**src/design/mem_axi_cfg.svh**
```systemverilog
// memory subsystem configuration
`ifndef MEM_AXI_CFG_SVH
`define MEM_AXI_CFG_SVH

// byte address width
`define MEM_ADDR_W 32

// one 64-bit word per beat
`define MEM_DATA_W 64
`define MEM_STRB_W 8

`define MEM_ID_W 4

// beats per fetch line refill
`define LINE_BEATS 4

// sram depth in 64-bit words
`define MEM_WORDS 256

`endif

```
**src/design/mem_axi_pkg.sv**
```systemverilog
// memory subsystem types
`include "mem_axi_cfg.svh"

package mem_axi_pkg;

    localparam logic [1:0] BURST_INCR = 2'b01;

    typedef enum logic [1:0] {
        OKAY   = 2'b00,
        DECERR = 2'b11
    } axi_resp_e;

    // request as presented on the data port
    typedef struct packed {
        logic [`MEM_ADDR_W-1:0] addr;
        logic [`MEM_DATA_W-1:0] wdata;
        logic [`MEM_STRB_W-1:0] wstrb;
        logic                   write;
    } data_req_t;

    typedef struct packed {
        logic [`MEM_DATA_W-1:0] rdata;
        logic                   err;
        logic                   last;   // final beat of a transaction
    } mem_rsp_t;

    typedef struct packed {
        data_req_t             req;
        logic                  burst;  // line refill
        logic [`MEM_ID_W-1:0]  id;     // 0 fetch, 1 data
    } bus_req_t;

    typedef struct packed {
        logic [`MEM_ID_W-1:0]   id;
        logic [`MEM_ADDR_W-1:0] addr;
        logic [7:0]             len;    // beats minus one
        logic [2:0]             size;
        logic [1:0]             burst;
    } axi_ar_t;

    // write address carries the same fields
    typedef axi_ar_t axi_aw_t;

    typedef struct packed {
        logic [`MEM_DATA_W-1:0] data;
        logic [`MEM_STRB_W-1:0] strb;
        logic                   last;
    } axi_w_t;

    typedef struct packed {
        logic [`MEM_ID_W-1:0]   id;
        logic [`MEM_DATA_W-1:0] data;
        axi_resp_e              resp;
        logic                   last;
    } axi_r_t;

    typedef struct packed {
        logic [`MEM_ID_W-1:0] id;
        axi_resp_e            resp;
    } axi_b_t;

endpackage

```
**src/design/axi_master_bridge.sv**
```systemverilog
// axi4 master bridge
`timescale 1ns/1ps
`include "mem_axi_cfg.svh"

module axi_master_bridge (
    input  logic                  clk_i,
    input  logic                  rst_n_i,
    input  mem_axi_pkg::bus_req_t req_i,
    input  logic                  req_valid_i,
    output logic                  req_ready_o,
    output mem_axi_pkg::mem_rsp_t rsp_o,
    output logic                  rsp_valid_o,
    input  logic                  rsp_ready_i,
    output mem_axi_pkg::axi_ar_t  ar_o,
    output logic                  ar_valid_o,
    input  logic                  ar_ready_i,
    input  mem_axi_pkg::axi_r_t   r_i,
    input  logic                  r_valid_i,
    output logic                  r_ready_o,
    output mem_axi_pkg::axi_aw_t  aw_o,
    output logic                  aw_valid_o,
    input  logic                  aw_ready_i,
    output mem_axi_pkg::axi_w_t   w_o,
    output logic                  w_valid_o,
    input  logic                  w_ready_i,
    input  mem_axi_pkg::axi_b_t   b_i,
    input  logic                  b_valid_i,
    output logic                  b_ready_o
);

    typedef enum logic [2:0] {
        S_IDLE,
        S_AR,
        S_RD,
        S_WR,
        S_B
    } state_e;

    state_e                state_q;
    mem_axi_pkg::bus_req_t req_q;
    logic                  aw_pend_q;
    logic                  w_pend_q;
    logic                  aw_hs;
    logic                  w_hs;
    logic                  wr_done;

    assign req_ready_o = (state_q == S_IDLE);

    // one address payload serves both ar and aw
    always_comb begin
        ar_o       = '0;
        ar_o.id    = req_q.id;
        ar_o.addr  = req_q.req.addr;
        ar_o.len   = req_q.burst ? 8'(`LINE_BEATS - 1) : 8'd0;
        ar_o.size  = 3'($clog2(`MEM_STRB_W));   // full 8-byte beats
        ar_o.burst = mem_axi_pkg::BURST_INCR;
    end

    assign aw_o = ar_o;

    assign w_o.data = req_q.req.wdata;
    assign w_o.strb = req_q.req.wstrb;
    assign w_o.last = 1'b1;   // stores are single beat

    assign ar_valid_o = (state_q == S_AR);
    assign aw_valid_o = aw_pend_q;
    assign w_valid_o  = w_pend_q;
    assign r_ready_o  = (state_q == S_RD) && rsp_ready_i;   // straight back-pressure
    assign b_ready_o  = (state_q == S_B) && rsp_ready_i;

    assign aw_hs   = aw_valid_o && aw_ready_i;
    assign w_hs    = w_valid_o && w_ready_i;
    assign wr_done = (!aw_pend_q || aw_hs) && (!w_pend_q || w_hs);

    always_comb begin
        rsp_o       = '0;
        rsp_valid_o = 1'b0;
        if (state_q == S_RD) begin
            rsp_valid_o = r_valid_i;
            rsp_o.rdata = r_i.data;
            rsp_o.err   = (r_i.resp == mem_axi_pkg::DECERR);
            rsp_o.last  = r_i.last;
        end else if (state_q == S_B) begin
            // write status goes out as one last beat
            rsp_valid_o = b_valid_i;
            rsp_o.err   = (b_i.resp == mem_axi_pkg::DECERR);
            rsp_o.last  = 1'b1;
        end
    end

    always_ff @(posedge clk_i or negedge rst_n_i) begin
        if (!rst_n_i) begin
            state_q   <= S_IDLE;
            aw_pend_q <= 1'b0;
            w_pend_q  <= 1'b0;
        end else begin
            case (state_q)
                S_IDLE: begin
                    if (req_valid_i) begin
                        state_q   <= req_i.req.write ? S_WR : S_AR;
                        aw_pend_q <= req_i.req.write;
                        w_pend_q  <= req_i.req.write;
                    end
                end
                S_AR: begin
                    if (ar_ready_i) state_q <= S_RD;
                end
                S_RD: begin
                    if (r_valid_i && rsp_ready_i && r_i.last) state_q <= S_IDLE;
                end
                S_WR: begin
                    // aw and w may complete in either order
                    if (aw_hs) aw_pend_q <= 1'b0;
                    if (w_hs) w_pend_q <= 1'b0;
                    if (wr_done) state_q <= S_B;
                end
                S_B: begin
                    if (b_valid_i && rsp_ready_i) state_q <= S_IDLE;
                end
                default: state_q <= S_IDLE;
            endcase
        end
    end

    always_ff @(posedge clk_i) begin
        if (req_valid_i && req_ready_o) req_q <= req_i;
    end

endmodule

```
**config.mk**
```make
export PLATFORM = sky130hd
export DESIGN_NAME = axi_master_bridge
export DESIGN_NICKNAME = d
export VERILOG_FILES = /design/src/design/mem_axi_pkg.sv /design/src/design/axi_master_bridge.sv
export VERILOG_INCLUDE_DIRS = /design/src /design/src/design
export SDC_FILE = /design/constraint.sdc
export NUM_CORES = 1
export LEC_CHECK = 0
export BUFFER_PORTS_ARGS = -buffer_cell sky130_fd_sc_hd__buf_2
export CORE_AREA = 5 5 166 168
export CTS_CLUSTER_DIAMETER = 30
export DETAILED_ROUTE_END_ITERATION = 12
export DIE_AREA = 0 0 171 173
export PLACE_DENSITY_LB_ADDON = 0.2
export REMOVE_ABC_BUFFERS = 1
export SYNTH_ARGS = -nofsm -noshare
export SYNTH_HDL_FRONTEND = slang
export SYNTH_SLANG_ARGS = --single-unit
```
**constraint.sdc**
```tcl
create_clock -name clk_i -period 13.3 [get_ports clk_i]
set_input_delay 0 -clock clk_i [delete_from_list [all_inputs] [get_ports clk_i]]
set_output_delay 0 -clock clk_i [all_outputs]
set_load 0.02 [all_outputs]
```
### After elaboration in Yosys (flattened, before gate mapping)

Index checks and enable logic that the tools add are counted.

* flip-flop bits (word level): 114
* input bits: 196

* reductions and logical operators: 18
* multiplexer cells: 18
* eq/ne operators: 13

Operators by type and width (count)
* two-way mux 64 bit: 1
* two-way mux 3 bit: 5
* case mux 3 bit (5 select lines): 1
* logical AND 1 bit: 9
* two-way mux 2 bit: 4
* != test 2 bit (second input constant): 4
* == test 3 x 2 -> 1 bit (second input constant): 2
* != test 2 x 1 -> 1 bit (second input constant): 3
* AND reduction 3 bit: 2
* two-way mux 1 bit: 5
* AND reduction 5 bit: 1
* == test 2 bit (second input constant): 2
* case mux 1 bit (2 select lines): 2
* == test 3 x 1 -> 1 bit (second input constant): 1
* == test 3 bit (second input constant): 1
* logical NOT 3 bit: 1
* logical NOT 1 bit: 2
* logical OR 1 bit: 2
* nonzero test 2 bit: 1

### Depth between registers and ports, before layout

* depth after elaboration: 5
* gate-level depth with buffers: 6
* mapped depth without buffers: 3

### Worst setup path before layout

OpenSTA, ideal clock, no wires.

* path kind: flip-flop to flip-flop
* start point: register state_q[0]
* end point: register aw_pend_q, in the netlist aw_valid_o
* data arrival time: 7.218 ns
* buffers on the path: 1
* required time: 13.212 ns
* slack: 5.994 ns
* stages on the path, launching flop included: 4
* cell sequence: dfrtp_1 buf_2 nor4b_2 a22o_1

* cells in the longest elaborated chain, start to end: 3
* elaborated cells between the ends (all ways): 7
* those cells by class: eq/ne: 3; mux: 1; reduce/logical: 3

Ends and longest elaborated chain
* start, declared: RTL line axi_master_bridge.sv:39 `state_e state_q;`
* start signal, assigned: RTL line axi_master_bridge.sv:100 `state_q <= req_i.req.write ? S_WR : S_AR;`
* == test 3 x 2 -> 1 bit or logical NOT 3 bit (tied branches): RTL line axi_master_bridge.sv:97 `case (state_q)`
* != test 2 bit (no line) or nonzero test 2 bit (tied branches)
* AND reduction 3 bit (no line)
* end signal, assigned: RTL line axi_master_bridge.sv:101 `aw_pend_q <= req_i.req.write;`
* end, declared: RTL line axi_master_bridge.sv:41 `logic aw_pend_q;`

Several ways; a longest one is shown, not always the timed one.
A chain may end at the register's enable or synchronous reset.

### Final worst setup path

* start point: register state_q[0]
* end point: register req_q (netlist bit w_o[33]), enable pin

* cells in the longest elaborated chain, start to end: 2

Ends and longest elaborated chain
* logical NOT 3 bit: RTL line axi_master_bridge.sv:47 `assign req_ready_o = (state_q == S_IDLE);`
* logical AND 1 bit: RTL line axi_master_bridge.sv:126 `if (req_valid_i && req_ready_o) req_q <= req_i;`
* end signal, assigned: RTL line axi_master_bridge.sv:126
* end, declared: RTL line axi_master_bridge.sv:40 `mem_axi_pkg::bus_req_t req_q;`

Every way passes these cells.

==> metrics.md <==
| Metric | Value |
|---|---|
| Worst EP arrival | 2700 ps |
| Drc violations | 0 |
| Worst min-delay path category | in2reg |
| Post-synth ARST share | 4.39% |
| Cell taking the most area after synthesis | edfxtp_1 |
| # diodes | 0 |
| DIE WIDTH | 171 microns |
| Area delta synth->final | 83.4% |
| Reg2Reg Depth | 3 |
| Tcrit/Tclk final | 20.0% |
| Final setup fails | 0 |
| R2R Path Start | state_q[0] |
| Clk_skew | 10.4 ps |
| IO Port Bufs | 408 |
| Largest delay contributor family on the critical path | buffers and inverters |
| Startpoint types | flop |
| Fin. max-slew vios | 0 |
| Total Routing Usage GR | 11.7% |
| Sink Count | 114 |
| EDFF count, synth | 109 |
| Crit Path Class | reg2reg |
| Final wirelength | 18.3 mm |
| Hold path endpoint | state_q[2] |
| Slew HR | 45.4% |
| Peak supply drop | 0.0862 mV |
| DP Wirelength | 14.5 mm |
| Critical Path RT | 13330 ps |
| Vias in the first global route | 4330 |
| CP max stage cell | buf_4 |
| 1st-iter DRT viols | 94 |
| Most frequent cells after synthesis | edfxtp_1, and2_1, buf_4 |
| Number of synthesized register bits | 114 |
| Hold Crit Start | w_ready_i |
| Worst slew pin tran | 819 ps |
| First-pass iteration count of the detailed router | 4 |
| Synth top area share | 71.3% |
| Nets | 982 |
| Die ar. | 29600 sq um |
| Crit-path cells | nor4b_4, buf_4, buf_4 |
| DP Cell Count | 983 |
| Min Clock Period, post-route | 2670 ps |
| Crit-path max cell delay | 740 ps |
| Final Hold Vio Count | 0 |
| Pwr dens | 194 nW/um^2 |
| Layout cells sized above 1 | 55.7% |
| Fmax | 375 MHz |
| Avg Cell Area, Syn | 15.9 sq um |
| Largest net degree at the start of global routing | 66 |
| Synth cell types | 30 |
| CTS tree | yes |
| Clock Tree Buf Depth | 2 |
| RSZ-0062 raised after global routing | no |
| Syn Std Cell Area | 4590 sq um |
| Initial core utilization | 17.8% |
| Hold path cells | 3 |
| Main area contributors after synthesis | edfxtp_1, buf_4, and2_1, dfrtp_1, buf_6 |
| H-tree depth | 4 |
| FP Rows | 59 |
| Final ANT Viol Nets | 0 |
| Die height | 173 microns |
| Fin Setup TNS | 0 ps |
| Worst Setup SP | state_q[0] |
| FF-to-FF setup slack | 10630 ps |
| Worst-path clk slew | 60 ps |
| Max-cap viol count | 0 |
| Core ar. | 25800 sq um |
| Drt wl/cell | 16.2 microns |
| Most common cell in the netlist | edfxtp_1 |
| Routability Congestion | 0.713 |
| CP Capture Type | flop |
| Worst-path fanout max | 58 |
| Cell mode on critical path | buf_4 |
| Sequential share of the synthesized area | 74.0% |
| Global route overflow | 0 |
| CP Buf/Inv Count | 2 |
| I/O Pins | 440 |
| First-pass GRT wire length | 26.3 mm |
| Reg-to-Reg End | w_o[33] |
| Leak | 3.93 nW |
| Core Util, Final | 32.7% |
| Status | finished clean |
| Main flop type after synthesis | edfxtp_1 |
| Critical path depth | 3 |
| Total CTS buffers | 17 |
| DR vias/cell | 3.55 |
| DR vias | 4028 |
| Number of fill cells in the layout | 2603 |
| Cells after Synth | 289 |
| Clk root buf | clkbuf_16 |
| Fin cells | 1134 |
| Initial antenna violation count | 1 |
| YS warnings | 0 |
| Worst-skew pair later-pin latency | 400 ps |
-- sequential cells by signal (all words and copies together) (netlist names) --
register    cells
ar_o           36
aw_valid_o      1
req_q           1
state_q         3
w_o            72
w_valid_o       1
-- tightest hold or removal path: stages --
cell,delay [ps]
buf_2,90
nor2b_1,70
o31ai_1,240
-- kinds of logic (layout without fill, tap and decap cells) --
family                 after synthesis  in the layout  synth area share, %
DFF                                114            114                 74.0
and+or+nand+nor                     87             87                 11.8
buffers and inverters               72            561                 11.9
AOI/OAI and AO/OA                   14             14                 2.15
other                                2             23                0.164
-- how the worst max path moves through the flow --
stage	end
5_1_grt	rsp_o[53]
6_report	w_o[33]
2_1_floorplan	aw_valid_o
4_1_cts	rsp_o[63]
3_5_place_dp	w_o[15]
3_3_place_gp	ar_o[33]
-- power breakdown --
| group | switching, mW | internal, mW |
|---|---|---|
| sequential | 0.0382 | 0.504 |
| combinational | 0.406 | 0.204 |
| clock | 0.179 | 0.300 |
| total | 0.624 | 1.01 |
-- what timing repair did --
| action | CTS | global route |
|---|---|---|
| hold endpoints to repair | 119 | 0 |
| buffers inserted | 0 | 0 |
| hold buffers | 119 | 0 |
| gates resized for setup | 0 | 0 |
-- layout by cell type (no fill, tap or decap), drive strengths merged, types with 3 or more instances in the layout --
| cell type | Yosys | final |
|---|---|---|
| and2 | 66 | 66 |
| a21oi | 3 | 3 |
| bufinv | 0 | 3 |
| inv | 0 | 5 |
| conb | 2 | 23 |
| dlygate4sd3 | 0 | 119 |
| dfrtp | 5 | 5 |
| nand2 | 3 | 3 |
| clkbuf | 1 | 17 |
| buf | 71 | 410 |
| nor2 | 3 | 3 |
| edfxtp | 109 | 109 |
| nand2b | 3 | 3 |
| clkinv | 0 | 7 |
| nor2b | 4 | 4 |
-- area by class of cell --
class / count / area (sq um) / share of cell area [%]
Sequential cell: 114 / 3400 / 40.3
Clock inverter: 15 / 196 / 2.33
Clock buffer: 17 / 425 / 5.05
Tap cell: 335 / 419 / 4.98
Multi-Input combinational cell: 124 / 737 / 8.75
Timing Repair Buffer: 529 / 3250 / 38.6
-- metal layers --
| layer | global-route usage (%) | vias up | wire [microns] |
|---|---|---|---|
| met5 | 0 | - | 13 |
| met4 | 2.87 | 2 | 270 |
| met3 | 4.04 | 15 | 1900 |
| met2 | 22.2 | 268 | 9680 |
| met1 | 12.1 | 1816 | 6460 |
| li1 | - | 1927 | - |
-- through the flow --
stage                     worst slack [ps]  instance area (sq um)  hold WS [ps]  total power [mW]
after detailed placement             10600                   6610          -168              1.14
after floorplan                       5950                   4130          -296             0.907
after global routing                 10330                   8420          32.2              1.72
after CTS                            10530                   8420          7.73              1.67
after global placement               10580                   6610          -168              1.14
final                                10630                   8420          33.1              1.63
(Power assumes the default switching activity.)
