$ cat config.mk
export PLATFORM = sky130hd
export DESIGN_NAME = req_arbiter
export DESIGN_NICKNAME = d
export VERILOG_FILES = /design/src/design/mem_axi_pkg.sv /design/src/design/req_arbiter.sv
export VERILOG_INCLUDE_DIRS = /design/src /design/src/design
export SDC_FILE = /design/constraint.sdc
export NUM_CORES = 1
export LEC_CHECK = 0
export CORE_AREA = 2 2 180 182
export DETAILED_ROUTE_END_ITERATION = 12
export DIE_AREA = 0 0 182 184
export DONT_BUFFER_PORTS = 1
export PLACE_DENSITY_LB_ADDON = 0.08
export SYNTH_ARGS = -nofsm -noshare
export SYNTH_HDL_FRONTEND = slang
export SYNTH_SLANG_ARGS = --single-unit
$ cat constraint.sdc
create_clock -name clk_i -period 1.9 [get_ports clk_i]
set_clock_uncertainty 0.05 [all_clocks]
set_input_delay 0.38 -clock clk_i [delete_from_list [all_inputs] [get_ports clk_i]]
set_output_delay 0.38 -clock clk_i [all_outputs]
set_load 0.05 [all_outputs]
$ cat src/design/mem_axi_cfg.svh
// memory subsystem configuration
`ifndef MEM_AXI_CFG_SVH
`define MEM_AXI_CFG_SVH

// byte address width
`define MEM_ADDR_W 32

// one 64-bit word per beat
`define MEM_DATA_W 64
`define MEM_STRB_W 8

`define MEM_ID_W 4

// beats per fetch line refill
`define LINE_BEATS 4

// sram depth in 64-bit words
`define MEM_WORDS 256

`endif

$ cat src/design/mem_axi_pkg.sv
// memory subsystem types
`include "mem_axi_cfg.svh"

package mem_axi_pkg;

    localparam logic [1:0] BURST_INCR = 2'b01;

    typedef enum logic [1:0] {
        OKAY   = 2'b00,
        DECERR = 2'b11
    } axi_resp_e;

    // request as presented on the data port
    typedef struct packed {
        logic [`MEM_ADDR_W-1:0] addr;
        logic [`MEM_DATA_W-1:0] wdata;
        logic [`MEM_STRB_W-1:0] wstrb;
        logic                   write;
    } data_req_t;

    typedef struct packed {
        logic [`MEM_DATA_W-1:0] rdata;
        logic                   err;
        logic                   last;   // final beat of a transaction
    } mem_rsp_t;

    typedef struct packed {
        data_req_t             req;
        logic                  burst;  // line refill
        logic [`MEM_ID_W-1:0]  id;     // 0 fetch, 1 data
    } bus_req_t;

    typedef struct packed {
        logic [`MEM_ID_W-1:0]   id;
        logic [`MEM_ADDR_W-1:0] addr;
        logic [7:0]             len;    // beats minus one
        logic [2:0]             size;
        logic [1:0]             burst;
    } axi_ar_t;

    // write address carries the same fields
    typedef axi_ar_t axi_aw_t;

    typedef struct packed {
        logic [`MEM_DATA_W-1:0] data;
        logic [`MEM_STRB_W-1:0] strb;
        logic                   last;
    } axi_w_t;

    typedef struct packed {
        logic [`MEM_ID_W-1:0]   id;
        logic [`MEM_DATA_W-1:0] data;
        axi_resp_e              resp;
        logic                   last;
    } axi_r_t;

    typedef struct packed {
        logic [`MEM_ID_W-1:0] id;
        axi_resp_e            resp;
    } axi_b_t;

endpackage

$ cat src/design/req_arbiter.sv
// fetch and data port arbiter
`timescale 1ns/1ps
`include "mem_axi_cfg.svh"

module req_arbiter (
    input  logic                   clk_i,
    input  logic                   rst_n_i,
    input  logic [`MEM_ADDR_W-1:0] fetch_addr_i,
    input  logic                   fetch_valid_i,
    output logic                   fetch_ready_o,
    input  mem_axi_pkg::data_req_t data_req_i,
    input  logic                   data_valid_i,
    output logic                   data_ready_o,
    output mem_axi_pkg::mem_rsp_t  fetch_rsp_o,
    output logic                   fetch_rsp_valid_o,
    input  logic                   fetch_rsp_ready_i,
    output mem_axi_pkg::mem_rsp_t  data_rsp_o,
    output logic                   data_rsp_valid_o,
    input  logic                   data_rsp_ready_i,
    output mem_axi_pkg::bus_req_t  bus_req_o,
    output logic                   bus_req_valid_o,
    input  logic                   bus_req_ready_i,
    input  mem_axi_pkg::mem_rsp_t  bus_rsp_i,
    input  logic                   bus_rsp_valid_i,
    output logic                   bus_rsp_ready_o
);

    logic locked_q;
    logic grant_q;     // port granted last, 1 = data
    logic pick_data;
    logic req_hs;
    logic rsp_done;

    // on a tie the port not served last wins
    assign pick_data = data_valid_i && (!fetch_valid_i || !grant_q);

    assign bus_req_valid_o = !locked_q && (fetch_valid_i || data_valid_i);
    assign fetch_ready_o   = !locked_q && !pick_data && bus_req_ready_i;
    assign data_ready_o    = !locked_q && pick_data && bus_req_ready_i;
    assign req_hs          = bus_req_valid_o && bus_req_ready_i;

    always_comb begin
        bus_req_o = '0;
        if (pick_data) begin
            bus_req_o.req = data_req_i;
            bus_req_o.id  = `MEM_ID_W'(1);
        end else begin
            bus_req_o.req.addr = fetch_addr_i;   // read only, id 0
            bus_req_o.burst    = 1'b1;
        end
    end

    // beats go back to the locked port only
    assign fetch_rsp_o       = bus_rsp_i;
    assign data_rsp_o        = bus_rsp_i;
    assign fetch_rsp_valid_o = locked_q && !grant_q && bus_rsp_valid_i;
    assign data_rsp_valid_o  = locked_q && grant_q && bus_rsp_valid_i;
    assign bus_rsp_ready_o   = locked_q && (grant_q ? data_rsp_ready_i : fetch_rsp_ready_i);
    assign rsp_done          = bus_rsp_valid_i && bus_rsp_ready_o && bus_rsp_i.last;

    always_ff @(posedge clk_i or negedge rst_n_i) begin
        if (!rst_n_i) begin
            locked_q <= 1'b0;
            grant_q  <= 1'b0;
        end else if (req_hs) begin
            locked_q <= 1'b1;
            grant_q  <= pick_data;
        end else if (rsp_done) begin
            locked_q <= 1'b0;
        end
    end

endmodule

; Yosys cells after proc, flatten, opt, wreduce, memory -nomap -nowiden
; Cells that the tools add are included.
[word_totals]
reg_bits = 2
in_bits = 211
output_inout_bits = 248
elab_cells = 30
[op_classes]
n_mux = 7
reduce_logical = 21
[op_table]
columns = operator, n
row1 = $mux W73, 1
row2 = $mux W32, 1
row3 = $logic_and A1 B1 Y1, 14
row4 = $mux W1, 5
row5 = $logic_not A1 Y1, 4
row6 = $logic_or A1 B1 Y1, 2
row7 = $reduce_bool A2 Y1, 1

; Longest topological paths before layout
; Gate-level depths: netlist of run 1.
[depth]
ltp_word = 6
depth_mapped = 5

; Least setup slack after synthesis of run 1
; Ideal clock, no wire load.
[synth_timing]
path_type = reg2out
start = register grant_q
end = output port fetch_ready_o
arrival_ns = 1.492
setup_slack_ns = -0.022
path_stages_with_launch = 6
n_path_buf = 3
cell_sequence = dfrtp_1 > buf_2 > a21boi_4 > buf_6 > buf_6 > nor2_1
[synth_between]
elab_chain_cells = 6
[synth_rtl]
columns = element, line_no
row1 = start: declaration, req_arbiter.sv:29  ; logic grant_q;
row2 = start signal: assignment, req_arbiter.sv:67  ; grant_q <= pick_data;
row3 = $logic_not A1 Y1, req_arbiter.sv:35  ; assign pick_data = data_valid_i && (!fetch_valid_i || !grant_q);
row4 = $logic_or A1 B1 Y1, req_arbiter.sv:35
row5 = $logic_and A1 B1 Y1, req_arbiter.sv:35
row6 = via pick_data, req_arbiter.sv:30  ; logic pick_data;
row7 = $logic_not A1 Y1, req_arbiter.sv:38  ; assign fetch_ready_o = !locked_q && !pick_data && bus_req_ready_i;
row8 = $logic_and A1 B1 Y1 (2 in a row), req_arbiter.sv:38
row9 = end: declaration, req_arbiter.sv:10  ; output logic fetch_ready_o,
; The timed path passes the listed nets, and every way through them passes these cells.

==> flow_summary.html, run 1 <==
<table>
<tr><th>Metric</th><th>Value</th></tr>
<tr><th colspan="2">Die</th></tr>
<tr><td>Starting density of the core</td><td>6.668%</td></tr>
<tr><td>Core Area</td><td>31,390 um2</td></tr>
<tr><td>Die width</td><td>182 um</td></tr>
<tr><td>Number of core rows</td><td>65</td></tr>
<tr><td>Number of I/O pins</td><td>459</td></tr>
<tr><td>Die area</td><td>33,490 um2</td></tr>
<tr><td>Die Y-Extent</td><td>184 um</td></tr>
<tr><th colspan="2">Timing</th></tr>
<tr><td>Setup Viol. Count Final</td><td>95</td></tr>
<tr><td>Shortest period the worst path allows</td><td>1976 ps</td></tr>
<tr><td>Crit path setup slack, layout</td><td>-75.50 ps</td></tr>
<tr><td>Final hold violations</td><td>0</td></tr>
<tr><td>Unrepaired setup endpoints after global routing</td><td>yes</td></tr>
<tr><td>Number of max-slew violations in the final report</td><td>0</td></tr>
<tr><td>Worst hold slack after final layout</td><td>320.4 ps</td></tr>
<tr><td>Post-route fraction of the period consumed by the critical path</td><td>104.0%</td></tr>
<tr><td>Slew of the pin with the lowest slew margin</td><td>506.4 ps</td></tr>
<tr><td>Maximum operating frequency</td><td>506.2 MHz</td></tr>
<tr><td>Remaining max-slew budget at the tightest pin</td><td>66.36%</td></tr>
<tr><th colspan="2">Final layout</th></tr>
<tr><td>Post-layout nets</td><td>436</td></tr>
<tr><td>Ratio of cells with drive above 1 in the final layout</td><td>78.48%</td></tr>
<tr><td>Final standard cell utilization of the core</td><td>11.21%</td></tr>
<tr><td>Layout filler cell count</td><td>3,578</td></tr>
<tr><td>Cell Count, Final, Fillers Out</td><td>625</td></tr>
<tr><td>Growth of design area from synthesis to finish</td><td>68.14%</td></tr>
<tr><td># diodes</td><td>0</td></tr>
<tr><td>Post-layout instance area</td><td>3520 um2</td></tr>
<tr><th colspan="2">Power and ir drop</th></tr>
<tr><td>Power per unit of standard cell area</td><td>902.9 nW/um2</td></tr>
<tr><td>Sequential group share of total power</td><td>2.5%</td></tr>
<tr><td>Leakage</td><td>1.401 nW</td></tr>
<tr><td>Internal cell power</td><td>1.524 mW</td></tr>
<tr><td>Comb pwr share</td><td>87.6%</td></tr>
<tr><td>Maximum VDD drop</td><td>0.0001798 V</td></tr>
<tr><td>Fraction of power spent switching nets</td><td>52.05%</td></tr>
<tr><td>Net switching power</td><td>1.654 mW</td></tr>
<tr><td>Clk network pwr share</td><td>9.9%</td></tr>
<tr><th colspan="2">Routing</th></tr>
<tr><td>Total via count in the routed design</td><td>1,456</td></tr>
<tr><td>Total Routed Length</td><td>8557 um</td></tr>
<tr><td>Average detailed-routed wire length per instance</td><td>13.69 um</td></tr>
<tr><td>First-pass iteration count of the detailed router</td><td>4</td></tr>
<tr><td>Iteration-0 DRC count of the detailed router</td><td>13</td></tr>
<tr><td>Number of design rule violations left after detail routing</td><td>0</td></tr>
<tr><td>Final antenna-violating net count</td><td>0</td></tr>
<tr><td>Detail-routed via count per cell</td><td>2.330</td></tr>
<tr><th colspan="2">Worst setup path</th></tr>
<tr><td>Startpoint types</td><td>flip-flop</td></tr>
<tr><td>Worst path required time</td><td>1470 ps</td></tr>
<tr><td>Maximum fanout along the worst path</td><td>8</td></tr>
<tr><td>Critical register-to-register path endpoint</td><td>locked_q</td></tr>
<tr><td>Delay of the slowest cell on the worst path</td><td>460 ps</td></tr>
<tr><td>Number of cells on the worst reg-to-reg path</td><td>3</td></tr>
<tr><td>Slowest-stage cell, CP</td><td>mux2_2</td></tr>
<tr><td>Kind of capture point of the worst setup path</td><td>output pin</td></tr>
<tr><td>Setup slack of the most critical reg-to-reg path</td><td>830 ps</td></tr>
<tr><td>Startpoint of the worst-slack reg-to-reg timing path</td><td>grant_q</td></tr>
<tr><td>Number of buffers and inverters on the critical path</td><td>2</td></tr>
<tr><td>Sequence of cells on the critical path</td><td>a21boi_4, buf_6, buf_16, mux2_2</td></tr>
<tr><td>Data arrival time of the critical path</td><td>1550 ps</td></tr>
<tr><td>Type of the setup path with the least slack</td><td>reg -&gt; out</td></tr>
<tr><td>Family of cells with the greatest summed delay on the critical path</td><td>multiplexers</td></tr>
<tr><th colspan="2">Yosys</th></tr>
<tr><td>Cell area after synthesis</td><td>2093 um2</td></tr>
<tr><td>Warnings, synthesis</td><td>0</td></tr>
<tr><td>Number of library cell types mapped by synthesis</td><td>20</td></tr>
<tr><td>Mean instance size in the synthesized netlist</td><td>7.640 um2</td></tr>
<tr><td>Number of instances in the synthesized netlist</td><td>274</td></tr>
<tr><td>Register bit total from synthesis</td><td>2</td></tr>
<tr><td>Post-synthesis sequential area ratio</td><td>2.391%</td></tr>
<tr><th colspan="2">Job</th></tr>
<tr><td>Maximum Capacitance Violations</td><td>0</td></tr>
<tr><th colspan="2">Outcome</th></tr>
<tr><td>Violated checks</td><td>setup timing</td></tr>
<tr><td>Outcome</td><td>finished, violations left</td></tr>
<tr><th colspan="2">CTS</th></tr>
<tr><td>TritonCTS buffer count</td><td>3</td></tr>
<tr><td>Clock-pin transition on the worst setup and hold timing paths</td><td>30 ps</td></tr>
<tr><td>TritonCTS Sinks</td><td>2</td></tr>
<tr><td>Clock tree from TritonCTS</td><td>done</td></tr>
<tr><td>Clock insertion delay at the later pin of the skew report</td><td>220 ps</td></tr>
<tr><td>Max clock buf depth</td><td>2</td></tr>
<tr><td>Number of levels the H-tree was split into</td><td>1</td></tr>
<tr><td>Buffer type at the clock tree root</td><td>clkbuf_16</td></tr>
<tr><th colspan="2">Worst hold path</th></tr>
<tr><td>Hold Crit Endpoint</td><td>grant_q</td></tr>
<tr><td>Start point of the worst hold path</td><td>fetch_valid_i</td></tr>
<tr><td>Hold crit path type</td><td>in -&gt; reg</td></tr>
<tr><td>Worst hold path depth</td><td>2</td></tr>
<tr><th colspan="2">Global route</th></tr>
<tr><td>Grt total ovfl</td><td>0</td></tr>
<tr><td>Total routing resource utilization after global routing</td><td>4.153%</td></tr>
<tr><td>First-pass GRT wire length</td><td>9984 um</td></tr>
<tr><td>Antenna violations before repair</td><td>2</td></tr>
<tr><td>Via count of the first global-routing pass</td><td>1,531</td></tr>
<tr><td>Pin count of the biggest net entering global routing</td><td>21</td></tr>
<tr><th colspan="2">Placement</th></tr>
<tr><td>DPL Wire Length</td><td>6782 um</td></tr>
<tr><td>Number of cells after detailed placement</td><td>611</td></tr>
<tr><td>Total cell area at the placement stage</td><td>3035 um2</td></tr>
<tr><td>Final weighted congestion in routability-driven placement</td><td>0.6590</td></tr>
<tr><td>IO buf count</td><td>0</td></tr>
</table>
-- routing by layer --
layer,vias to the layer above,global-route usage [%],share of wire (%)
met3,36,1.664,10
met5,-,0,0.15
li1,614,-,-
met2,167,9.130,62
met1,637,2.883,24
met4,2,2.032,3.7
-- cells in the mapped netlist --
| cell type | count | area (um2) |
|---|---|---|
| and3b_1 | 2 | 17.52 |
| a21boi_4 | 1 | 18.77 |
| clkbuf_1 | 6 | 22.52 |
| buf_2 | 1 | 5.000 |
| mux2_2 | 32 | 360.4 |
| nand2b_1 | 1 | 6.260 |
| and3_1 | 1 | 6.260 |
| nor2_1 | 4 | 15.01 |
| mux2i_1 | 1 | 10.01 |
| buf_6 | 4 | 45.04 |
| nand3_1 | 1 | 5.000 |
| and2_1 | 73 | 456.7 |
| o22a_1 | 2 | 17.52 |
| nand2_1 | 2 | 7.510 |
| nor2b_1 | 1 | 6.260 |
| inv_1 | 1 | 3.750 |
| o21a_1 | 1 | 7.510 |
| conb_1 | 1 | 3.750 |
| dfrtp_1 | 2 | 50.05 |
| buf_4 | 137 | 1028 |
-- area by class of cell --
cell class / instances / area [um2] / area share (%)
clock buffers: 3 / 75.07 / 2.133
well taps: 402 / 503.0 / 14.29
inverters: 1 / 3.754 / 0.1066
repair buffers: 92 / 1732 / 49.20
multi-input cells: 125 / 1156 / 32.85
flip-flops and latches: 2 / 50.05 / 1.422
-- cells by family after synthesis --
logic type | after synthesis | share of synthesized area [%]
buffers and inverters | 149 | 52.78
and+or+nand+nor | 85 | 24.87
muxes | 33 | 17.69
AOI/OAI and AO/OA | 4 | 2.092
DFF | 2 | 2.391
other | 1 | 0.1791
-- through the flow --
| stage | power [mW] | setup slack [ps] | TNS [ps] |
|---|---|---|---|
| floorplan | 2.377 | 37.13 | 0 |
| global placement | 2.553 | 75.75 | 0 |
| detailed placement | 2.533 | 82.24 | 0 |
| CTS | 3.034 | -137.3 | -7626 |
| global route | 3.287 | -133.8 | -10160 |
| finish | 3.178 | -75.50 | -3817 |
-- registers in the layout, indices dropped and copies added (netlist names) --
signal	count
grant_q	1
locked_q	1
-- power by group through the flow --
stage | clock [mW] | combinational, mW | sequential, mW
2_1_floorplan | 0 | 2.31 | 0.0671
3_3_place_gp | 0 | 2.47 | 0.0815
3_5_place_dp | 0 | 2.45 | 0.0806
4_1_cts | 0.320 | 2.63 | 0.0800
5_1_grt | 0.326 | 2.88 | 0.0826
6_report | 0.314 | 2.79 | 0.0789
-- worst max path at each step --
stage	endpoint	from	cells past startpoint	slack, ps
5_1_grt	bus_req_o[97]	grant_q	4	-130
3_3_place_gp	bus_req_o[14]	grant_q	5	80
3_5_place_dp	bus_req_o[19]	grant_q	5	80
6_report	bus_req_o[79]	grant_q	4	-80
2_1_floorplan	bus_req_o[10]	grant_q	4	40
4_1_cts	bus_req_o[80]	grant_q	4	-140
-- cell usage in the layout (no fill, tap or decap), types with 2 or more instances in the layout --
cell type	count
and2_1	27
and2_2	2
and2_4	44
buf_12	73
buf_16	2
buf_4	8
buf_6	4
clkbuf_16	7
conb_1	3
dfrtp_1	2
mux2_2	7
mux2_4	25
nand2_1	2
nor2_1	3
o22a_1	2
-- what timing repair did --
item	CTS	global route
cloned	2	5
buffers inserted	3	0
resized for setup	40	35
hold buffers	1	0
pin swaps	0	2
setup endpoints to repair	72	106
endpoints found under the hold margin	2	0
(Power assumes the default switching activity.)
==> run 2: changes to the inputs <==
--- a/config.mk
+++ b/config.mk
@@ -6,9 +6,9 @@
 export SDC_FILE = /design/constraint.sdc
 export NUM_CORES = 1
 export LEC_CHECK = 0
-export CORE_AREA = 2 2 180 182
+export CORE_AREA = 2 2 179 181
 export DETAILED_ROUTE_END_ITERATION = 12
-export DIE_AREA = 0 0 182 184
+export DIE_AREA = 0 0 181 183
 export DONT_BUFFER_PORTS = 1
 export PLACE_DENSITY_LB_ADDON = 0.08
 export SYNTH_ARGS = -nofsm -noshare
==> flow_summary.html, run 2 (synthesis gave the netlist of run 1 again) <==
<table>
<tr><th>Metric</th><th>Value</th></tr>
<tr><th colspan="2">Timing</th></tr>
<tr><td>Number of max-slew violations in the final report</td><td>0</td></tr>
<tr><td>Shortest period the worst path allows</td><td>2014 ps</td></tr>
<tr><td>Unrepaired setup endpoints after global routing</td><td>yes</td></tr>
<tr><td>Final hold violations</td><td>0</td></tr>
<tr><td>Crit path setup slack, layout</td><td>-114.4 ps</td></tr>
<tr><td>Setup Viol. Count Final</td><td>94</td></tr>
<tr><td>Worst hold slack after final layout</td><td>329.0 ps</td></tr>
<tr><td>Maximum operating frequency</td><td>496.4 MHz</td></tr>
<tr><td>Post-route fraction of the period consumed by the critical path</td><td>106.0%</td></tr>
<tr><th colspan="2">CTS</th></tr>
<tr><td>Max clock buf depth</td><td>2</td></tr>
<tr><td>Clock tree from TritonCTS</td><td>done</td></tr>
<tr><td>Buffer type at the clock tree root</td><td>clkbuf_16</td></tr>
<tr><td>Clock insertion delay at the later pin of the skew report</td><td>220 ps</td></tr>
<tr><td>TritonCTS buffer count</td><td>3</td></tr>
<tr><td>Clock-pin transition on the worst setup and hold timing paths</td><td>30 ps</td></tr>
<tr><td>Number of levels the H-tree was split into</td><td>1</td></tr>
<tr><td>TritonCTS Sinks</td><td>2</td></tr>
<tr><th colspan="2">Outcome</th></tr>
<tr><td>Violated checks</td><td>setup timing</td></tr>
<tr><td>Outcome</td><td>finished, violations left</td></tr>
<tr><th colspan="2">Worst hold path</th></tr>
<tr><td>Hold Crit Endpoint</td><td>grant_q</td></tr>
<tr><td>Hold crit path type</td><td>in -&gt; reg</td></tr>
<tr><td>Worst hold path depth</td><td>2</td></tr>
<tr><td>Start point of the worst hold path</td><td>fetch_valid_i</td></tr>
<tr><th colspan="2">Placement</th></tr>
<tr><td>Number of cells after detailed placement</td><td>608</td></tr>
<tr><td>IO buf count</td><td>0</td></tr>
<tr><td>Final weighted congestion in routability-driven placement</td><td>0.6963</td></tr>
<tr><td>DPL Wire Length</td><td>8048 um</td></tr>
<tr><th colspan="2">Routing</th></tr>
<tr><td>First-pass iteration count of the detailed router</td><td>4</td></tr>
<tr><td>Number of design rule violations left after detail routing</td><td>0</td></tr>
<tr><td>Total Routed Length</td><td>10,500 um</td></tr>
<tr><td>Average detailed-routed wire length per instance</td><td>16.71 um</td></tr>
<tr><td>Total via count in the routed design</td><td>1,522</td></tr>
<tr><td>Iteration-0 DRC count of the detailed router</td><td>37</td></tr>
<tr><td>Final antenna-violating net count</td><td>0</td></tr>
<tr><td>Detail-routed via count per cell</td><td>2.424</td></tr>
<tr><th colspan="2">Worst setup path</th></tr>
<tr><td>Critical register-to-register path endpoint</td><td>locked_q</td></tr>
<tr><td>Slowest-stage cell, CP</td><td>dfrtp_1</td></tr>
<tr><td>Worst path required time</td><td>1470 ps</td></tr>
<tr><td>Maximum fanout along the worst path</td><td>5</td></tr>
<tr><td>Startpoint of the worst-slack reg-to-reg timing path</td><td>grant_q</td></tr>
<tr><td>Kind of capture point of the worst setup path</td><td>output pin</td></tr>
<tr><td>Delay of the slowest cell on the worst path</td><td>400 ps</td></tr>
<tr><td>Number of cells on the worst reg-to-reg path</td><td>3</td></tr>
<tr><td>Sequence of cells on the critical path</td><td>a21boi_4, buf_12, buf_12, buf_16, mux2_4</td></tr>
<tr><td>Most common cell type on the critical path</td><td>buf_12</td></tr>
<tr><td>Data arrival time of the critical path</td><td>1580 ps</td></tr>
<tr><td>Startpoint types</td><td>flip-flop</td></tr>
<tr><td>Type of the setup path with the least slack</td><td>reg -&gt; out</td></tr>
<tr><td>Setup slack of the most critical reg-to-reg path</td><td>860 ps</td></tr>
<tr><th colspan="2">Power and ir drop</th></tr>
<tr><td>Leakage</td><td>1.448 nW</td></tr>
<tr><td>Power per unit of standard cell area</td><td>916.2 nW/um2</td></tr>
<tr><td>Post-route total power</td><td>3.296 mW</td></tr>
<tr><td>Maximum VDD drop</td><td>0.0002004 V</td></tr>
<tr><th colspan="2">Die</th></tr>
<tr><td>Number of core rows</td><td>65</td></tr>
<tr><td>Number of I/O pins</td><td>459</td></tr>
<tr><td>Core Area</td><td>31,230 um2</td></tr>
<tr><td>Die area</td><td>33,120 um2</td></tr>
<tr><td>Die Y-Extent</td><td>183 um</td></tr>
<tr><td>Starting density of the core</td><td>6.703%</td></tr>
<tr><td>Die width</td><td>181 um</td></tr>
<tr><th colspan="2">Final layout</th></tr>
<tr><td>Final standard cell utilization of the core</td><td>11.52%</td></tr>
<tr><td>Growth of design area from synthesis to finish</td><td>71.85%</td></tr>
<tr><td>Ratio of cells with drive above 1 in the final layout</td><td>83.26%</td></tr>
<tr><td>Most frequent cells in the layout</td><td>buf_12 (74), and2_4 (57), mux2_4 (32)</td></tr>
<tr><td>Largest registers</td><td>grant_q (1), locked_q (1)</td></tr>
<tr><td>Cell Count, Final, Fillers Out</td><td>628</td></tr>
<tr><td>Post-layout nets</td><td>434</td></tr>
<tr><td>Commonest non-fill, non-tap cell in the layout</td><td>buf_12</td></tr>
<tr><th colspan="2">Global route</th></tr>
<tr><td>Total routing resource utilization after global routing</td><td>5.735%</td></tr>
<tr><td>Grt total ovfl</td><td>0</td></tr>
<tr><td>First-pass GRT wire length</td><td>13,190 um</td></tr>
<tr><td>Antenna violations before repair</td><td>8</td></tr>
<tr><td>Pin count of the biggest net entering global routing</td><td>21</td></tr>
<tr><td>Via count of the first global-routing pass</td><td>1,730</td></tr>
<tr><th colspan="2">Job</th></tr>
<tr><td>Maximum Capacitance Violations</td><td>0</td></tr>
</table>
-- run 2: cell types whose count changed in the layout (fill, tap and decap cells not counted), moves of 5 or more --
cell | before | now
mux2_4 | 25 | 32
diode_2 | 0 | 5
mux2_2 | 7 | 0
and2_1 | 27 | 16
and2_4 | 44 | 57
-- run 2: how the worst max path moves through the flow --
stage	startpoint	end	slack, ps	cells past startpoint
3_3_place_gp	grant_q	bus_req_o[10]	20	5
3_5_place_dp	grant_q	bus_req_o[26]	-10	5
6_report	grant_q	bus_req_o[107]	-110	5
4_1_cts	grant_q	bus_req_o[54]	-140	7
5_1_grt	grant_q	bus_req_o[51]	-160	7
2_1_floorplan	grant_q	bus_req_o[10]	40	4
-- run 2: cell type report --
cell class | instances | area (um2)
Timing Repair Buffer | 90 | 1740
Clock buffer | 3 | 75.07
Antenna cell | 5 | 12.51
Sequential cell | 2 | 50.05
Inverter | 1 | 3.754
Multi-Input combinational cell | 125 | 1212
Fill cell | 3541 | 27630
Tap cell | 402 | 503.0
-- run 2: worst max-delay path, delay by kind of cell, from the launching register on --
| family | cells | cell delay, ps |
|---|---|---|
| compound gates | 1 | 160 |
| flops | 1 | 400 |
| mux | 1 | 390 |
| buf+inv | 3 | 400 |
-- run 2: where the power goes --
part | total, mW | switching [mW] | internal [mW]
Combinational | 2.90 | 1.64 | 1.26
Sequential | 0.0802 | 0.0216 | 0.0586
Clock | 0.312 | 0.0444 | 0.267
Total | 3.30 | 1.71 | 1.59
-- run 2: repair_timing --
item,CTS,global route
hold buffers,1,0
setup endpoints to repair,95,109
setup buffers,6,1
resized for setup,100,2
pin swaps,13,12
hold endpoints to repair,2,0
gates cloned,6,1
-- run 2: layer usage --
layer	global-route usage [%]	vias to the layer above	part of all wire [%]
li1	-	620	-
met1	4.783	654	27
met2	11.62	166	55
met3	1.311	76	9.4
met4	4.390	6	7.6
met5	0	-	0.39
-- run 2: per-stage QoR --
step           setup TNS, ps  area (um2)  setup slack, ps
2_1_floorplan              0        2112            37.13
5_1_grt               -11870        3597           -155.6
3_3_place_gp               0        2963            18.50
3_5_place_dp          -13.64        2963           -13.64
4_1_cts                -7729        3587           -135.3
6_report               -6292        3597           -114.4
==> run 3: changes to the inputs <==
--- a/config.mk
+++ b/config.mk
@@ -11,6 +11,7 @@
 export DIE_AREA = 0 0 181 183
 export DONT_BUFFER_PORTS = 1
 export PLACE_DENSITY_LB_ADDON = 0.08
+export SETUP_SLACK_MARGIN = 0.02
 export SYNTH_ARGS = -nofsm -noshare
 export SYNTH_HDL_FRONTEND = slang
 export SYNTH_SLANG_ARGS = --single-unit
==> flow_summary.html, run 3 (synthesis gave the netlist of run 1 again) <==
<table>
<tr><th>Metric</th><th>Value</th></tr>
<tr><th colspan="2">Worst setup path</th></tr>
<tr><td>Data arrival time of the critical path</td><td>1580 ps</td></tr>
<tr><td>Most common cell type on the critical path</td><td>buf_12</td></tr>
<tr><td>Delay of the slowest cell on the worst path</td><td>400 ps</td></tr>
<tr><td>Startpoint of the worst-slack reg-to-reg timing path</td><td>grant_q</td></tr>
<tr><td>Startpoint types</td><td>flip-flop</td></tr>
<tr><td>Worst setup path start</td><td>grant_q</td></tr>
<tr><td>Number of cells on the worst reg-to-reg path</td><td>3</td></tr>
<tr><td>Kind of capture point of the worst setup path</td><td>output pin</td></tr>
<tr><td>Slowest-stage cell, CP</td><td>dfrtp_1</td></tr>
<tr><td>Critical register-to-register path endpoint</td><td>locked_q</td></tr>
<tr><td>Maximum fanout along the worst path</td><td>5</td></tr>
<tr><td>Type of the setup path with the least slack</td><td>reg -&gt; out</td></tr>
<tr><td>Worst path required time</td><td>1470 ps</td></tr>
<tr><td>Setup slack of the most critical reg-to-reg path</td><td>860 ps</td></tr>
<tr><td>Worst setup endpoint</td><td>bus_req_o[107]</td></tr>
<tr><td>Sequence of cells on the critical path</td><td>a21boi_4, buf_12, buf_12, buf_16, mux2_4</td></tr>
<tr><th colspan="2">Routing</th></tr>
<tr><td>Average detailed-routed wire length per instance</td><td>16.71 um</td></tr>
<tr><td>Iteration-0 DRC count of the detailed router</td><td>39</td></tr>
<tr><td>First-pass iteration count of the detailed router</td><td>4</td></tr>
<tr><td>Final antenna-violating net count</td><td>0</td></tr>
<tr><td>Total via count in the routed design</td><td>1,522</td></tr>
<tr><td>Number of design rule violations left after detail routing</td><td>0</td></tr>
<tr><td>Total Routed Length</td><td>10,500 um</td></tr>
<tr><td>Detail-routed via count per cell</td><td>2.424</td></tr>
<tr><th colspan="2">Global route</th></tr>
<tr><td>First-pass GRT wire length</td><td>13,190 um</td></tr>
<tr><td>Pin count of the biggest net entering global routing</td><td>21</td></tr>
<tr><td>Via count of the first global-routing pass</td><td>1,730</td></tr>
<tr><td>Antenna violations before repair</td><td>8</td></tr>
<tr><td>Grt total ovfl</td><td>0</td></tr>
<tr><td>Total routing resource utilization after global routing</td><td>5.735%</td></tr>
<tr><th colspan="2">Job</th></tr>
<tr><td>Maximum Capacitance Violations</td><td>0</td></tr>
<tr><th colspan="2">Die</th></tr>
<tr><td>Number of core rows</td><td>65</td></tr>
<tr><td>Die area</td><td>33,120 um2</td></tr>
<tr><td>Starting density of the core</td><td>6.703%</td></tr>
<tr><td>Core Area</td><td>31,230 um2</td></tr>
<tr><td>Number of I/O pins</td><td>459</td></tr>
<tr><td>Die width</td><td>181 um</td></tr>
<tr><td>Die Y-Extent</td><td>183 um</td></tr>
<tr><th colspan="2">Timing</th></tr>
<tr><td>Post-route fraction of the period consumed by the critical path</td><td>106.0%</td></tr>
<tr><td>Crit path setup slack, layout</td><td>-114.8 ps</td></tr>
<tr><td>Unrepaired setup endpoints after global routing</td><td>yes</td></tr>
<tr><td>Number of max-slew violations in the final report</td><td>0</td></tr>
<tr><td>Maximum operating frequency</td><td>496.3 MHz</td></tr>
<tr><td>Final hold violations</td><td>0</td></tr>
<tr><td>Shortest period the worst path allows</td><td>2015 ps</td></tr>
<tr><td>Worst hold slack after final layout</td><td>329.0 ps</td></tr>
<tr><td>Setup Viol. Count Final</td><td>94</td></tr>
<tr><th colspan="2">Placement</th></tr>
<tr><td>Total cell area at the placement stage</td><td>2963 um2</td></tr>
<tr><td>Number of cells after detailed placement</td><td>608</td></tr>
<tr><td>DPL Wire Length</td><td>8048 um</td></tr>
<tr><td>Final weighted congestion in routability-driven placement</td><td>0.6963</td></tr>
<tr><td>IO buf count</td><td>0</td></tr>
<tr><th colspan="2">CTS</th></tr>
<tr><td>Max clock buf depth</td><td>2</td></tr>
<tr><td>TritonCTS Sinks</td><td>2</td></tr>
<tr><td>Buffer type at the clock tree root</td><td>clkbuf_16</td></tr>
<tr><td>Number of levels the H-tree was split into</td><td>1</td></tr>
<tr><td>Clock tree from TritonCTS</td><td>done</td></tr>
<tr><td>Clock insertion delay at the later pin of the skew report</td><td>220 ps</td></tr>
<tr><td>TritonCTS buffer count</td><td>3</td></tr>
<tr><td>Clock-pin transition on the worst setup and hold timing paths</td><td>30 ps</td></tr>
<tr><th colspan="2">Final layout</th></tr>
<tr><td>Cell Count, Final, Fillers Out</td><td>628</td></tr>
<tr><td>Post-layout nets</td><td>434</td></tr>
<tr><td>Area of combinational cells with multiple inputs</td><td>1212 um2</td></tr>
<tr><td>Final standard cell utilization of the core</td><td>11.53%</td></tr>
<tr><td>Sequential standard cell area</td><td>50.05 um2</td></tr>
<tr><td>Post-layout instance area</td><td>3601 um2</td></tr>
<tr><td>Largest registers</td><td>grant_q (1), locked_q (1)</td></tr>
<tr><td>Most frequent cells in the layout</td><td>buf_12 (74), and2_4 (57), mux2_4 (32)</td></tr>
<tr><td>Layout filler cell count</td><td>3,541</td></tr>
<tr><td>Ratio of cells with drive above 1 in the final layout</td><td>83.26%</td></tr>
<tr><td>Growth of design area from synthesis to finish</td><td>72.03%</td></tr>
<tr><td>Commonest non-fill, non-tap cell in the layout</td><td>buf_12</td></tr>
<tr><th colspan="2">Power and ir drop</th></tr>
<tr><td>Power per unit of standard cell area</td><td>916.1 nW/um2</td></tr>
<tr><td>Post-route total power</td><td>3.299 mW</td></tr>
<tr><td>Maximum VDD drop</td><td>0.0002004 V</td></tr>
<tr><td>Leakage</td><td>1.449 nW</td></tr>
<tr><th colspan="2">Worst hold path</th></tr>
<tr><td>Hold crit path type</td><td>in -&gt; reg</td></tr>
<tr><th colspan="2">Outcome</th></tr>
<tr><td>Violated checks</td><td>setup timing</td></tr>
<tr><td>Outcome</td><td>finished, violations left</td></tr>
</table>
-- run 3: repair_timing --
item | 4_1_cts | 5_1_grt
hold buffers | 1 | 0
resized for setup | 100 | 3
endpoints found under the hold margin | 2 | 0
pin swaps | 19 | 6
gates cloned | 6 | 1
setup endpoints to repair | 102 | 109
buffers inserted | 6 | 1
-- run 3: area by class of cell --
class                   count  share of cell area (%)
repair buffers             90                   48.44
multi-input cells         125                   33.67
diodes                      5                  0.3475
well taps                 402                   13.97
flip-flops and latches      2                   1.390
inverters                   1                  0.1042
clock buffers               3                   2.085
-- run 3: power breakdown --
part | internal, mW | total, mW | switching, mW
Combinational | 1.26 | 2.91 | 1.64
Clock | 0.267 | 0.312 | 0.0444
Sequential | 0.0586 | 0.0802 | 0.0216
Total | 1.59 | 3.30 | 1.71
-- run 3: worst min-delay path by stage --
stage / start / endpoint / slack [ps] / cells past startpoint
CTS: fetch_valid_i / grant_q / 330 / 2
finish: fetch_valid_i / grant_q / 330 / 2
global placement: rst_n_i / locked_q / 30 / 0
floorplan: rst_n_i / grant_q / 30 / 0
detailed placement: rst_n_i / locked_q / 30 / 0
global route: fetch_valid_i / grant_q / 340 / 2
-- run 3: layer usage --
| layer | global-route usage, % | share of wire, % |
|---|---|---|
| met1 | 4.783 | 27 |
| met2 | 11.62 | 55 |
| met3 | 1.311 | 9.5 |
| met4 | 4.390 | 7.6 |
| met5 | 0 | 0.39 |
-- run 3: critical path, delay by kind of cell, from the launching register on --
family | cells | cell delay (ps)
AOI/OAI and AO/OA | 1 | 160
DFF | 1 | 400
muxes | 1 | 390
buffers and inverters | 3 | 400
-- run 3: per-stage QoR --
step	setup TNS, ps	setup WS [ps]
2_1_floorplan	0	37.13
3_5_place_dp	-13.64	-13.64
6_report	-6300	-114.8
5_1_grt	-11900	-155.6
4_1_cts	-7723	-135.3
3_3_place_gp	0	18.50
